### src/source/fpu_pkg.sv
/*
 * fpu package
 * field widths, reserved encodings and the enums shared by the three
 * pipeline stages of the binary32 floating-point unit
 */
package fpu_pkg;

    localparam int EXP_W      = 8;
    localparam int FRAC_W     = 23;
    localparam int MANT_W     = 24;
    localparam int WORK_EXP_W = 10;
    localparam int GRS_W      = 3;
    localparam int PROD_W     = 48;

    // working exponents are signed so underflow shows up as a negative value
    localparam logic signed [WORK_EXP_W-1:0] EXP_BIAS     = 127;
    localparam logic signed [WORK_EXP_W-1:0] EXP_ALL_ONES = 255;

    localparam logic [31:0] QNAN       = 32'h7fc0_0000;
    localparam logic [31:0] MAX_FINITE = 32'h7f7f_ffff;

    // bit 2 of the opcode selects round toward zero
    typedef enum logic [3:0] {
        op_add    = 4'd0,
        op_sub    = 4'd1,
        op_mul    = 4'd2,
        op_add_rz = 4'd4,
        op_sub_rz = 4'd5,
        op_mul_rz = 4'd6
    } fp_op_t;

    typedef enum logic [1:0] {
        kind_add,
        kind_sub,
        kind_mul
    } calc_kind_t;

    typedef enum logic {
        round_nearest_even,
        round_to_zero
    } round_mode_t;

    typedef enum logic [1:0] {
        special_none,
        special_zero,
        special_inf,
        special_nan
    } special_t;

endpackage

### src/source/fpu_ifs.sv
`timescale 1ns/1ps
/*
 * stage boundary interfaces
 * align_if carries decoded and aligned operands from stage 1 to stage 2,
 * calc_if carries the raw significand result from stage 2 to stage 3
 */
interface align_if;
    logic                                    valid;
    fpu_pkg::calc_kind_t                     kind;
    fpu_pkg::round_mode_t                    round_mode;
    logic                                    result_sign;
    logic signed [fpu_pkg::WORK_EXP_W-1:0]   exponent;
    // 1.23 format with the hidden bit on top
    logic [fpu_pkg::MANT_W-1:0]              fraction_a;
    // 1.26 format, the lowest bit is sticky after alignment
    logic [fpu_pkg::MANT_W+fpu_pkg::GRS_W-1:0] fraction_b;
    fpu_pkg::special_t                       special;

    modport src (output valid, kind, round_mode, result_sign, exponent,
                 fraction_a, fraction_b, special);
    modport dst (input valid, kind, round_mode, result_sign, exponent,
                 fraction_a, fraction_b, special);
endinterface


interface calc_if;
    logic                                    valid;
    fpu_pkg::round_mode_t                    round_mode;
    logic                                    result_sign;
    logic signed [fpu_pkg::WORK_EXP_W-1:0]   exponent;
    // 2.46 format, two integer bits above the binary point
    logic [fpu_pkg::PROD_W-1:0]              fraction;
    fpu_pkg::special_t                       special;

    modport src (output valid, round_mode, result_sign, exponent, fraction, special);
    modport dst (input valid, round_mode, result_sign, exponent, fraction, special);
endinterface

### src/source/calculation_unit.sv
`timescale 1ns/1ps
/*
 * calculation unit, pipeline stage 2
 * adds, subtracts or multiplies the significands and hands a 2.46 value
 * to the result stage together with the pass-through fields
 */
module calculation_unit (
    input  logic        clk,
    input  logic        reset,
    align_if.dst        aligned,
    calc_if.src         calc
);

    logic [fpu_pkg::MANT_W+fpu_pkg::GRS_W:0]   addend_a;
    logic [fpu_pkg::MANT_W+fpu_pkg::GRS_W:0]   addend_b;
    logic [fpu_pkg::MANT_W+fpu_pkg::GRS_W:0]   sum;
    logic [fpu_pkg::MANT_W-1:0]                multiplier_b;
    logic [fpu_pkg::PROD_W-1:0]                fraction;

    always_comb begin
        // one spare bit on top takes the carry of an addition
        addend_a     = {1'b0, aligned.fraction_a, {fpu_pkg::GRS_W{1'b0}}};
        addend_b     = {1'b0, aligned.fraction_b};
        multiplier_b = aligned.fraction_b[fpu_pkg::MANT_W+fpu_pkg::GRS_W-1:fpu_pkg::GRS_W];

        if (aligned.kind == fpu_pkg::kind_sub)
            sum = addend_a - addend_b;
        else
            sum = addend_a + addend_b;

        if (aligned.kind == fpu_pkg::kind_mul)
            fraction = aligned.fraction_a * multiplier_b;
        else
            fraction = {sum, {(fpu_pkg::PROD_W - fpu_pkg::MANT_W - fpu_pkg::GRS_W - 1){1'b0}}};
    end

    always_ff @(posedge clk) begin
        if (reset)
            calc.valid <= 1'b0;
        else
            calc.valid <= aligned.valid;
    end

    always_ff @(posedge clk) begin
        calc.round_mode  <= aligned.round_mode;
        calc.result_sign <= aligned.result_sign;
        calc.exponent    <= aligned.exponent;
        calc.fraction    <= fraction;
        calc.special     <= aligned.special;
    end

endmodule

### src/source/fpu_top.sv
`timescale 1ns/1ps
/*
 * three-stage pipelined binary32 FPU
 * add, subtract and multiply with nearest-even or toward-zero rounding,
 * one operation per cycle, result two edges after start
 */
module fpu_top (
    input  logic             clk,
    input  logic             reset,
    input  fpu_pkg::fp_op_t  op,
    input  logic             start,
    input  logic [31:0]      operand_a,
    input  logic [31:0]      operand_b,
    output logic             valid,
    output logic [31:0]      result
);

    align_if align_bus ();
    calc_if  calc_bus ();

    operand_aligner operand_aligner (
        .clk       (clk),
        .reset     (reset),
        .op        (op),
        .start     (start),
        .operand_a (operand_a),
        .operand_b (operand_b),
        .stage     (align_bus.src)
    );

    calculation_unit calculation_unit (
        .clk     (clk),
        .reset   (reset),
        .aligned (align_bus.dst),
        .calc    (calc_bus.src)
    );

    // last stage is combinational, so the result leaves with the stage 2 register
    result_stage result_stage (
        .calc   (calc_bus.dst),
        .result (result),
        .valid  (valid)
    );

endmodule

### src/source/operand_aligner.sv
`timescale 1ns/1ps
/*
 * operand aligner, pipeline stage 1
 * unpacks and classifies both operands, decodes the opcode, picks the
 * special result and aligns the smaller addend before registering it all
 */
module operand_aligner (
    input  logic                  clk,
    input  logic                  reset,
    input  fpu_pkg::fp_op_t       op,
    input  logic                  start,
    input  logic [31:0]           operand_a,
    input  logic [31:0]           operand_b,
    align_if.src                  stage
);

    logic                                       sign_a;
    logic                                       sign_b;
    logic [fpu_pkg::EXP_W-1:0]                  exp_a;
    logic [fpu_pkg::EXP_W-1:0]                  exp_b;
    logic [fpu_pkg::MANT_W-1:0]                 frac_a;
    logic [fpu_pkg::MANT_W-1:0]                 frac_b;
    logic                                       zero_a;
    logic                                       zero_b;
    logic                                       inf_a;
    logic                                       inf_b;
    logic                                       nan_a;
    logic                                       nan_b;
    logic                                       is_sub;
    logic                                       is_mul;
    logic                                       op_defined;
    fpu_pkg::round_mode_t                       round_mode;

    logic                                       a_larger;
    logic [fpu_pkg::EXP_W-1:0]                  exp_big;
    logic [fpu_pkg::EXP_W-1:0]                  exp_small;
    logic [fpu_pkg::MANT_W-1:0]                 frac_big;
    logic [fpu_pkg::MANT_W-1:0]                 frac_small;
    logic [fpu_pkg::EXP_W-1:0]                  shift;
    logic [4:0]                                 shift_clamped;
    logic [fpu_pkg::MANT_W+fpu_pkg::GRS_W-1:0]  shifted;
    logic [fpu_pkg::MANT_W+fpu_pkg::GRS_W-1:0]  shifted_out;
    logic [fpu_pkg::MANT_W+fpu_pkg::GRS_W-1:0]  aligned_b;

    fpu_pkg::calc_kind_t                        kind;
    fpu_pkg::special_t                          special;
    logic                                       result_sign;
    logic signed [fpu_pkg::WORK_EXP_W-1:0]      exponent;

    always_comb begin
        exp_a  = operand_a[fpu_pkg::FRAC_W +: fpu_pkg::EXP_W];
        exp_b  = operand_b[fpu_pkg::FRAC_W +: fpu_pkg::EXP_W];
        // a zero exponent covers subnormals too, both act as zero
        zero_a = (exp_a == '0);
        zero_b = (exp_b == '0);
        inf_a  = (&exp_a) && (operand_a[fpu_pkg::FRAC_W-1:0] == '0);
        inf_b  = (&exp_b) && (operand_b[fpu_pkg::FRAC_W-1:0] == '0);
        nan_a  = (&exp_a) && (operand_a[fpu_pkg::FRAC_W-1:0] != '0);
        nan_b  = (&exp_b) && (operand_b[fpu_pkg::FRAC_W-1:0] != '0);
        frac_a = zero_a ? '0 : {1'b1, operand_a[fpu_pkg::FRAC_W-1:0]};
        frac_b = zero_b ? '0 : {1'b1, operand_b[fpu_pkg::FRAC_W-1:0]};

        is_sub     = 1'b0;
        is_mul     = 1'b0;
        op_defined = 1'b1;
        round_mode = fpu_pkg::round_nearest_even;
        case (op)
            fpu_pkg::op_add:    op_defined = 1'b1;
            fpu_pkg::op_sub:    is_sub = 1'b1;
            fpu_pkg::op_mul:    is_mul = 1'b1;
            fpu_pkg::op_add_rz: round_mode = fpu_pkg::round_to_zero;
            fpu_pkg::op_sub_rz: begin
                is_sub     = 1'b1;
                round_mode = fpu_pkg::round_to_zero;
            end
            fpu_pkg::op_mul_rz: begin
                is_mul     = 1'b1;
                round_mode = fpu_pkg::round_to_zero;
            end
            default:            op_defined = 1'b0;
        endcase

        sign_a = operand_a[31];
        // subtraction is addition with b negated
        sign_b = operand_b[31] ^ is_sub;
    end

    // order by magnitude so the difference of significands is never negative
    always_comb begin
        a_larger   = {exp_a, frac_a[fpu_pkg::FRAC_W-1:0]} >= {exp_b, frac_b[fpu_pkg::FRAC_W-1:0]};
        exp_big    = a_larger ? exp_a : exp_b;
        exp_small  = a_larger ? exp_b : exp_a;
        frac_big   = a_larger ? frac_a : frac_b;
        frac_small = a_larger ? frac_b : frac_a;

        shift = exp_big - exp_small;
        if (shift > 8'(fpu_pkg::MANT_W + fpu_pkg::GRS_W))
            shift_clamped = 5'(fpu_pkg::MANT_W + fpu_pkg::GRS_W);
        else
            shift_clamped = shift[4:0];

        // the lower half catches every bit pushed out of the addend
        {shifted, shifted_out} = {frac_small, {fpu_pkg::GRS_W{1'b0}},
                                  {(fpu_pkg::MANT_W + fpu_pkg::GRS_W){1'b0}}} >> shift_clamped;
        aligned_b = {shifted[fpu_pkg::MANT_W+fpu_pkg::GRS_W-1:1],
                     shifted[0] | (|shifted_out)};
    end

    always_comb begin
        special = fpu_pkg::special_none;
        if (is_mul) begin
            kind        = fpu_pkg::kind_mul;
            result_sign = sign_a ^ sign_b;
            exponent    = $signed({2'b00, exp_a}) + $signed({2'b00, exp_b}) - fpu_pkg::EXP_BIAS;
            if (nan_a || nan_b || (inf_a && zero_b) || (zero_a && inf_b))
                special = fpu_pkg::special_nan;
            else if (inf_a || inf_b)
                special = fpu_pkg::special_inf;
            else if (zero_a || zero_b)
                special = fpu_pkg::special_zero;
        end else begin
            kind        = (sign_a == sign_b) ? fpu_pkg::kind_add : fpu_pkg::kind_sub;
            result_sign = a_larger ? sign_a : sign_b;
            exponent    = {2'b00, exp_big};
            if (nan_a || nan_b || (inf_a && inf_b && (sign_a != sign_b))) begin
                special = fpu_pkg::special_nan;
            end else if (inf_a) begin
                special     = fpu_pkg::special_inf;
                result_sign = sign_a;
            end else if (inf_b) begin
                special     = fpu_pkg::special_inf;
                result_sign = sign_b;
            end else if (zero_a && zero_b) begin
                // two zeros only stay negative when both are negative
                special     = fpu_pkg::special_zero;
                result_sign = sign_a & sign_b;
            end
        end
        if (!op_defined)
            special = fpu_pkg::special_nan;
    end

    always_ff @(posedge clk) begin
        if (reset)
            stage.valid <= 1'b0;
        else
            stage.valid <= start;
    end

    always_ff @(posedge clk) begin
        stage.kind        <= kind;
        stage.round_mode  <= round_mode;
        stage.result_sign <= result_sign;
        stage.exponent    <= exponent;
        stage.special     <= special;
        stage.fraction_a  <= is_mul ? frac_a : frac_big;
        stage.fraction_b  <= is_mul ? {frac_b, {fpu_pkg::GRS_W{1'b0}}} : aligned_b;
    end

endmodule

### src/source/result_stage.sv
`timescale 1ns/1ps
/*
 * result stage, pipeline stage 3
 * normalizes and rounds the computed significand, clamps overflow and
 * underflow and lets an early special result win
 */
module result_stage (
    calc_if.dst          calc,
    output logic [31:0]  result,
    output logic         valid
);

    logic [5:0]                              lead_zeros;
    logic signed [fpu_pkg::WORK_EXP_W-1:0]   lead_zeros_ext;
    logic [fpu_pkg::PROD_W-1:0]              normalized;
    logic signed [fpu_pkg::WORK_EXP_W-1:0]   norm_exp;
    logic signed [fpu_pkg::WORK_EXP_W-1:0]   final_exp;
    logic                                    guard;
    logic                                    round_bit;
    logic                                    sticky;
    logic                                    round_up;
    logic [fpu_pkg::MANT_W:0]                rounded;
    logic [fpu_pkg::FRAC_W-1:0]              mantissa;
    logic [31:0]                             computed;

    always_comb begin
        // the last hit is the highest set bit
        lead_zeros = '0;
        for (int i = 0; i < fpu_pkg::PROD_W; i++) begin
            if (calc.fraction[i])
                lead_zeros = 6'(fpu_pkg::PROD_W - 1 - i);
        end
        lead_zeros_ext = {{(fpu_pkg::WORK_EXP_W - 6){1'b0}}, lead_zeros};

        // hidden bit moves to the top, a leading one at bit 46 keeps the exponent
        normalized = calc.fraction << lead_zeros;
        norm_exp   = calc.exponent - lead_zeros_ext + 10'sd1;

        guard     = normalized[fpu_pkg::PROD_W-fpu_pkg::MANT_W-1];
        round_bit = normalized[fpu_pkg::PROD_W-fpu_pkg::MANT_W-2];
        sticky    = |normalized[fpu_pkg::PROD_W-fpu_pkg::MANT_W-3:0];
        round_up  = (calc.round_mode == fpu_pkg::round_nearest_even) && guard &&
                    (round_bit || sticky || normalized[fpu_pkg::PROD_W-fpu_pkg::MANT_W]);

        rounded = {1'b0, normalized[fpu_pkg::PROD_W-1 -: fpu_pkg::MANT_W]} +
                  {{fpu_pkg::MANT_W{1'b0}}, round_up};

        // a carry out of rounding leaves 1.000... one binade higher
        if (rounded[fpu_pkg::MANT_W]) begin
            mantissa  = rounded[fpu_pkg::FRAC_W:1];
            final_exp = norm_exp + 10'sd1;
        end else begin
            mantissa  = rounded[fpu_pkg::FRAC_W-1:0];
            final_exp = norm_exp;
        end
    end

    always_comb begin
        if (calc.fraction == '0) begin
            // exact cancellation is +0 in both rounding modes
            computed = '0;
        end else if (final_exp >= fpu_pkg::EXP_ALL_ONES) begin
            if (calc.round_mode == fpu_pkg::round_to_zero)
                computed = {calc.result_sign, fpu_pkg::MAX_FINITE[30:0]};
            else
                computed = {calc.result_sign, fpu_pkg::EXP_ALL_ONES[fpu_pkg::EXP_W-1:0],
                            {fpu_pkg::FRAC_W{1'b0}}};
        end else if (final_exp[fpu_pkg::WORK_EXP_W-1] || final_exp == '0) begin
            // would be subnormal, flush to zero keeping the sign
            computed = {calc.result_sign, 31'b0};
        end else begin
            computed = {calc.result_sign, final_exp[fpu_pkg::EXP_W-1:0], mantissa};
        end

        case (calc.special)
            fpu_pkg::special_zero: result = {calc.result_sign, 31'b0};
            fpu_pkg::special_inf:  result = {calc.result_sign,
                                             fpu_pkg::EXP_ALL_ONES[fpu_pkg::EXP_W-1:0],
                                             {fpu_pkg::FRAC_W{1'b0}}};
            fpu_pkg::special_nan:  result = fpu_pkg::QNAN;
            default:               result = computed;
        endcase

        valid = calc.valid;
    end

endmodule

### config.mk
export PLATFORM = sky130hd
export DESIGN_NAME = fpu_top
export DESIGN_NICKNAME = d
export VERILOG_FILES = /design/src/source/fpu_pkg.sv /design/src/source/fpu_ifs.sv /design/src/source/calculation_unit.sv /design/src/source/fpu_top.sv /design/src/source/operand_aligner.sv /design/src/source/result_stage.sv
export SDC_FILE = /design/constraint.sdc
export NUM_CORES = 2
export LEC_CHECK = 0
export ABC_CLOCK_PERIOD_IN_PS = 7900
export BUFFER_PORTS_ARGS = -buffer_cell sky130_fd_sc_hd__clkbuf_2
export CAP_MARGIN = 30
export CORE_MARGIN = 5
export CORE_UTILIZATION = 65
export CTS_CLUSTER_DIAMETER = 100
export DETAILED_ROUTE_END_ITERATION = 10
export GPL_TIMING_DRIVEN = 0
export PLACE_DENSITY = 0.83
export SLEW_MARGIN = 15
export SYNTH_ARGS = -nofsm -noshare
export SYNTH_HDL_FRONTEND = slang
export SYNTH_SLANG_ARGS = --single-unit
### constraint.sdc
create_clock -name clk -period 7.9 [get_ports clk]
set_input_delay 0.79 -clock clk [delete_from_list [all_inputs] [get_ports clk]]
set_output_delay 0.79 -clock clk [all_outputs]
set_load 0.02 [all_outputs]
==> run_results.csv <==
group,metric,value,unit
global_routing,grt_max_degree,20,
synth,synth_area,0.0340,mm2
critical_path,worstSetupEndpointType,"flop",
synth,synthTopCellsByArea,"fa_1 (29%), ha_1 (11%), dfxtp_1 (7.7%)",
sta,final_max_slew_viol_count,0,
global_routing,grt_use_total,47.0,%
synth,synth_flop_cell,"dfxtp_1",
hold_path,min_from,"operand_aligner.stage.exponent[0]$_DFF_P_",
detailed_routing,vias_per_cell,6.91,
sta,period_needed,8.04,ns
clock_tree,cts_buffer_depth,2,
detailed_routing,route.detailed.drc,1,
detailed_routing,postRouteAntennaNets,0,
pwr,power_density,261,mW/mm2
synth,post-synth-top-area-fraction,28.6,%
hold_path,holdPathStages,0,
critical_path,r2r_start,"operand_aligner.stage.fraction_b[11]$_DFF_P_",
finish,syn2layout_area_growth,10.0,%
clock_tree,clkSinkCount,131,
sta,tns,-0.286,ns
synth,ys.warnings.count,0,
critical_path,regToRegSetupSlack,-0.14,ns
global_routing,antenna_found_initial,14,
global_routing,grt_pass1_wl,205000,um
synth,synth_edf_count,0,
global_routing,grt_pass1_vias,34700,
detailed_routing,wl,142000,um
synth,async_reset_ff_share,0,%
clock_tree,clk_pin_slew,0.07,ns
critical_path,crit_family,"adder cells",
placed_design,io_buffers,103,
flow_run,drv_cap,0,
sta,hold_violations,0,
clock_tree,cts_root_buf,"clkbuf_16",
critical_path,path_max_fanout,7,
detailed_routing,vias,36000,
detailed_routing,dr.pass1.iters,11,
detailed_routing,wire_per_inst,27.2,um
synth,postSynthAreaPerCell,7.78,um2
synth,yosysSeqAreaShare,7.72,%
critical_path,path_buf_inv,4,
critical_path,worst_setup_path_start_kind,"flop",
synth,synthTopCellsByCount,"inv_1 (616), nand2_1 (616), fa_1 (485)",
sta,fmax,124,MHz
sta,relSlewSlack,24.5,%
run_status,violations,"design-rule violations, negative setup slack",
floorplan,die-area,0.0570,mm2
floorplan,die_w,239,um
critical_path,cpPeakStageDelay,0.55,ns
sta,rsz0062_at_grt,"true",
placed_design,pre_cts_ws,-1.59,ns
floorplan,initial_core_util,66.0,%
finish,fin_nets,5350,
hold_path,hold_class,"reg -> reg",
pwr,vdd_drop_max,0.203,mV
clock_tree,clk_latency,0.46,ns
synth,synth_nets,5213,
finish,final_cells,5205,
synth,synthCells,4370,
clock_tree,tritoncts,"built",
synth,ys_ff_latch,131,
finish,layout-drive-gt1-share,10.8,%
placed_design,globalplace.congestion,1.10,
clock_tree,htree_levels,4,
critical_path,path_common_cell,"fa_1",
hold_path,hold_end,"calculation_unit.calc.exponent[0]$_DFF_P_",
pwr,cellLeakagePower,16.8,nW
synth,yosys.area.top_type,"fa_1",
critical_path,critPathKind,"reg -> reg",
critical_path,cp_data_required_time,8.23,ns
global_routing,overflow,0,
placed_design,dp.cells,5154,
sta,fin_crit_sh,102,%
floorplan,core-area,0.0515,mm2
critical_path,reg2reg_depth,27,
sta,timing.final.setup_violations,4,
sta,skew,0.0149,ns
critical_path,r2r-end,"calculation_unit.calc.fraction[45]$_DFF_P_",
critical_path,critPathArrivalTime,8.37,ns
synth,synth_cell_types,98,
floorplan,core.rowCount,83,
sta,worstMarginPinSlew,1.10,ns
placed_design,dp_hpwl,111000,um
detailed_routing,drtIter0Drc,5908,
clock_tree,cts_made_buffers,17,
sta,timing.final.ws_setup,-0.142,ns
floorplan,num_io_pins,104,
floorplan,die_h,239,um
run_status,status,"finished with violations",
critical_path,critPathSlowestCell,"fa_1",
## power breakdown
part	internal [mW]	switching (mW)	total, mW	leakage [nW]
Clock	0.428	0.369	0.797	0.293
Sequential	0.797	0.315	1.11	1.11
Combinational	2.86	5.00	7.86	15.4
Total	4.09	5.68	9.77	16.8
## stage by stage
step           hold slack (ns)  area, um2  util [%]  power, mW
4_1_cts                  0.325      36600      71.1       8.88
6_report                 0.324      37400      72.6       9.77
2_1_floorplan            0.310      34000         -       5.72
3_3_place_gp             0.311      35400      68.6       7.81
5_1_grt                  0.326      37400      72.5       10.2
3_5_place_dp             0.313      35400      68.6       7.94
## state kept, by name, indices dropped and copies added (netlist names), 2 cells and up
| name | cells |
|---|---|
| calculation_unit.calc.exponent | 10 |
| calculation_unit.calc.fraction | 48 |
| calculation_unit.calc.special | 2 |
| operand_aligner.stage.exponent | 10 |
| operand_aligner.stage.fraction_a | 24 |
| operand_aligner.stage.fraction_b | 27 |
| operand_aligner.stage.kind | 2 |
| operand_aligner.stage.special | 2 |
## per-layer routing
| metal | GRT usage, % | vias to the layer above | part of all wire, % | wire length (um) |
|---|---|---|---|---|
| met1 | 61.4 | 16900 | 35 | 50000 |
| met5 | 0 | - | 0.083 | 117 |
| met2 | 66.6 | 3381 | 40 | 56500 |
| met3 | 20.4 | 961 | 17 | 24300 |
| li1 | - | 14800 | - | - |
| met4 | 24.1 | 14 | 7.7 | 10900 |
## worst reg2reg max path: stages (launching register included)
cell and delay, ns:
dfxtp_4 0.50, ha_2 0.34, inv_1 0.12, fa_1 0.51, inv_1 0.06, fa_1 0.50
fa_1 0.51, inv_1 0.08, fa_1 0.50, fa_1 0.55, inv_1 0.05, fa_1 0.49
fa_1 0.46, ha_4 0.33, a21o_1 0.14, a21o_1 0.14, a21oi_1 0.08, o21ai_2 0.10
a31o_4 0.23, nand2_2 0.10, a311o_1 0.34, o211ai_1 0.44, a21oi_2 0.18, a21oi_2 0.24
a41o_1 0.27, mux2i_1 0.24, a21oi_1 0.12, a211o_1 0.31
## placed cells by master, fill, tap and decap left out, types with 36 or more instances in the layout
cell / n
inv_1: 616
nand2_1: 610
fa_1: 483
ha_1: 273
nor2_1: 266
and2_1: 262
o21ai_0: 214
a21oi_1: 175
nand3_1: 145
clkbuf_2: 139
dfxtp_1: 88
clkbuf_1: 81
xnor2_1: 79
nor3_1: 72
mux2i_1: 55
a31oi_1: 41
buf_4: 41
nor4_1: 36
## kinds of logic after synthesis
family,synth area share [%]
AO/OA/AOI/OAI,16.3
flip-flops,7.72
buffers and inverters,9.55
adder cells (fa/ha/maj),39.2
XOR/XNOR,3.02
AND/OR/NAND/NOR,22.1
multiplexers,2.21
## layout make-up
cell class | instances | area (um2)
Antenna cell | 5 | 12.5
Buffer | 229 | 1430
Clock buffer | 17 | 425
Clock inverter | 15 | 178
Fill cell | 3899 | 14100
Inverter | 619 | 2330
Multi-Input combinational cell | 3386 | 28800
Sequential cell | 131 | 2750
Tap cell | 680 | 851
Timing Repair Buffer | 123 | 658
## what timing repair did
item                       CTS  global route
hold buffers                 0             0
gates resized for setup    264           256
gates cloned                 0             0
buffers inserted             5            11
pin swaps                    8            26
setup endpoints to repair   74            64
## worst max-delay path by stage
stage | endpoint | cells past startpoint | slack [ns] | from
floorplan | operand_aligner.stage.fraction_b[0]$_SDFF_PN0_ | 27 | 0.66 | operand_a[23]
global placement | operand_aligner.stage.fraction_b[0]$_SDFF_PN0_ | 29 | -1.51 | operand_a[26]
detailed placement | calculation_unit.calc.fraction[46]$_DFF_P_ | 28 | -1.59 | operand_aligner.stage.fraction_a[7]$_DFF_P_
CTS | calculation_unit.calc.fraction[44]$_DFF_P_ | 28 | 0.001 | operand_aligner.stage.fraction_b[17]$_DFF_P_
global route | calculation_unit.calc.fraction[45]$_DFF_P_ | 25 | -0.16 | operand_aligner.stage.fraction_b[9]$_DFF_P_
finish | calculation_unit.calc.fraction[45]$_DFF_P_ | 27 | -0.14 | operand_aligner.stage.fraction_b[11]$_DFF_P_
Power figures use the tool's default switching activity.
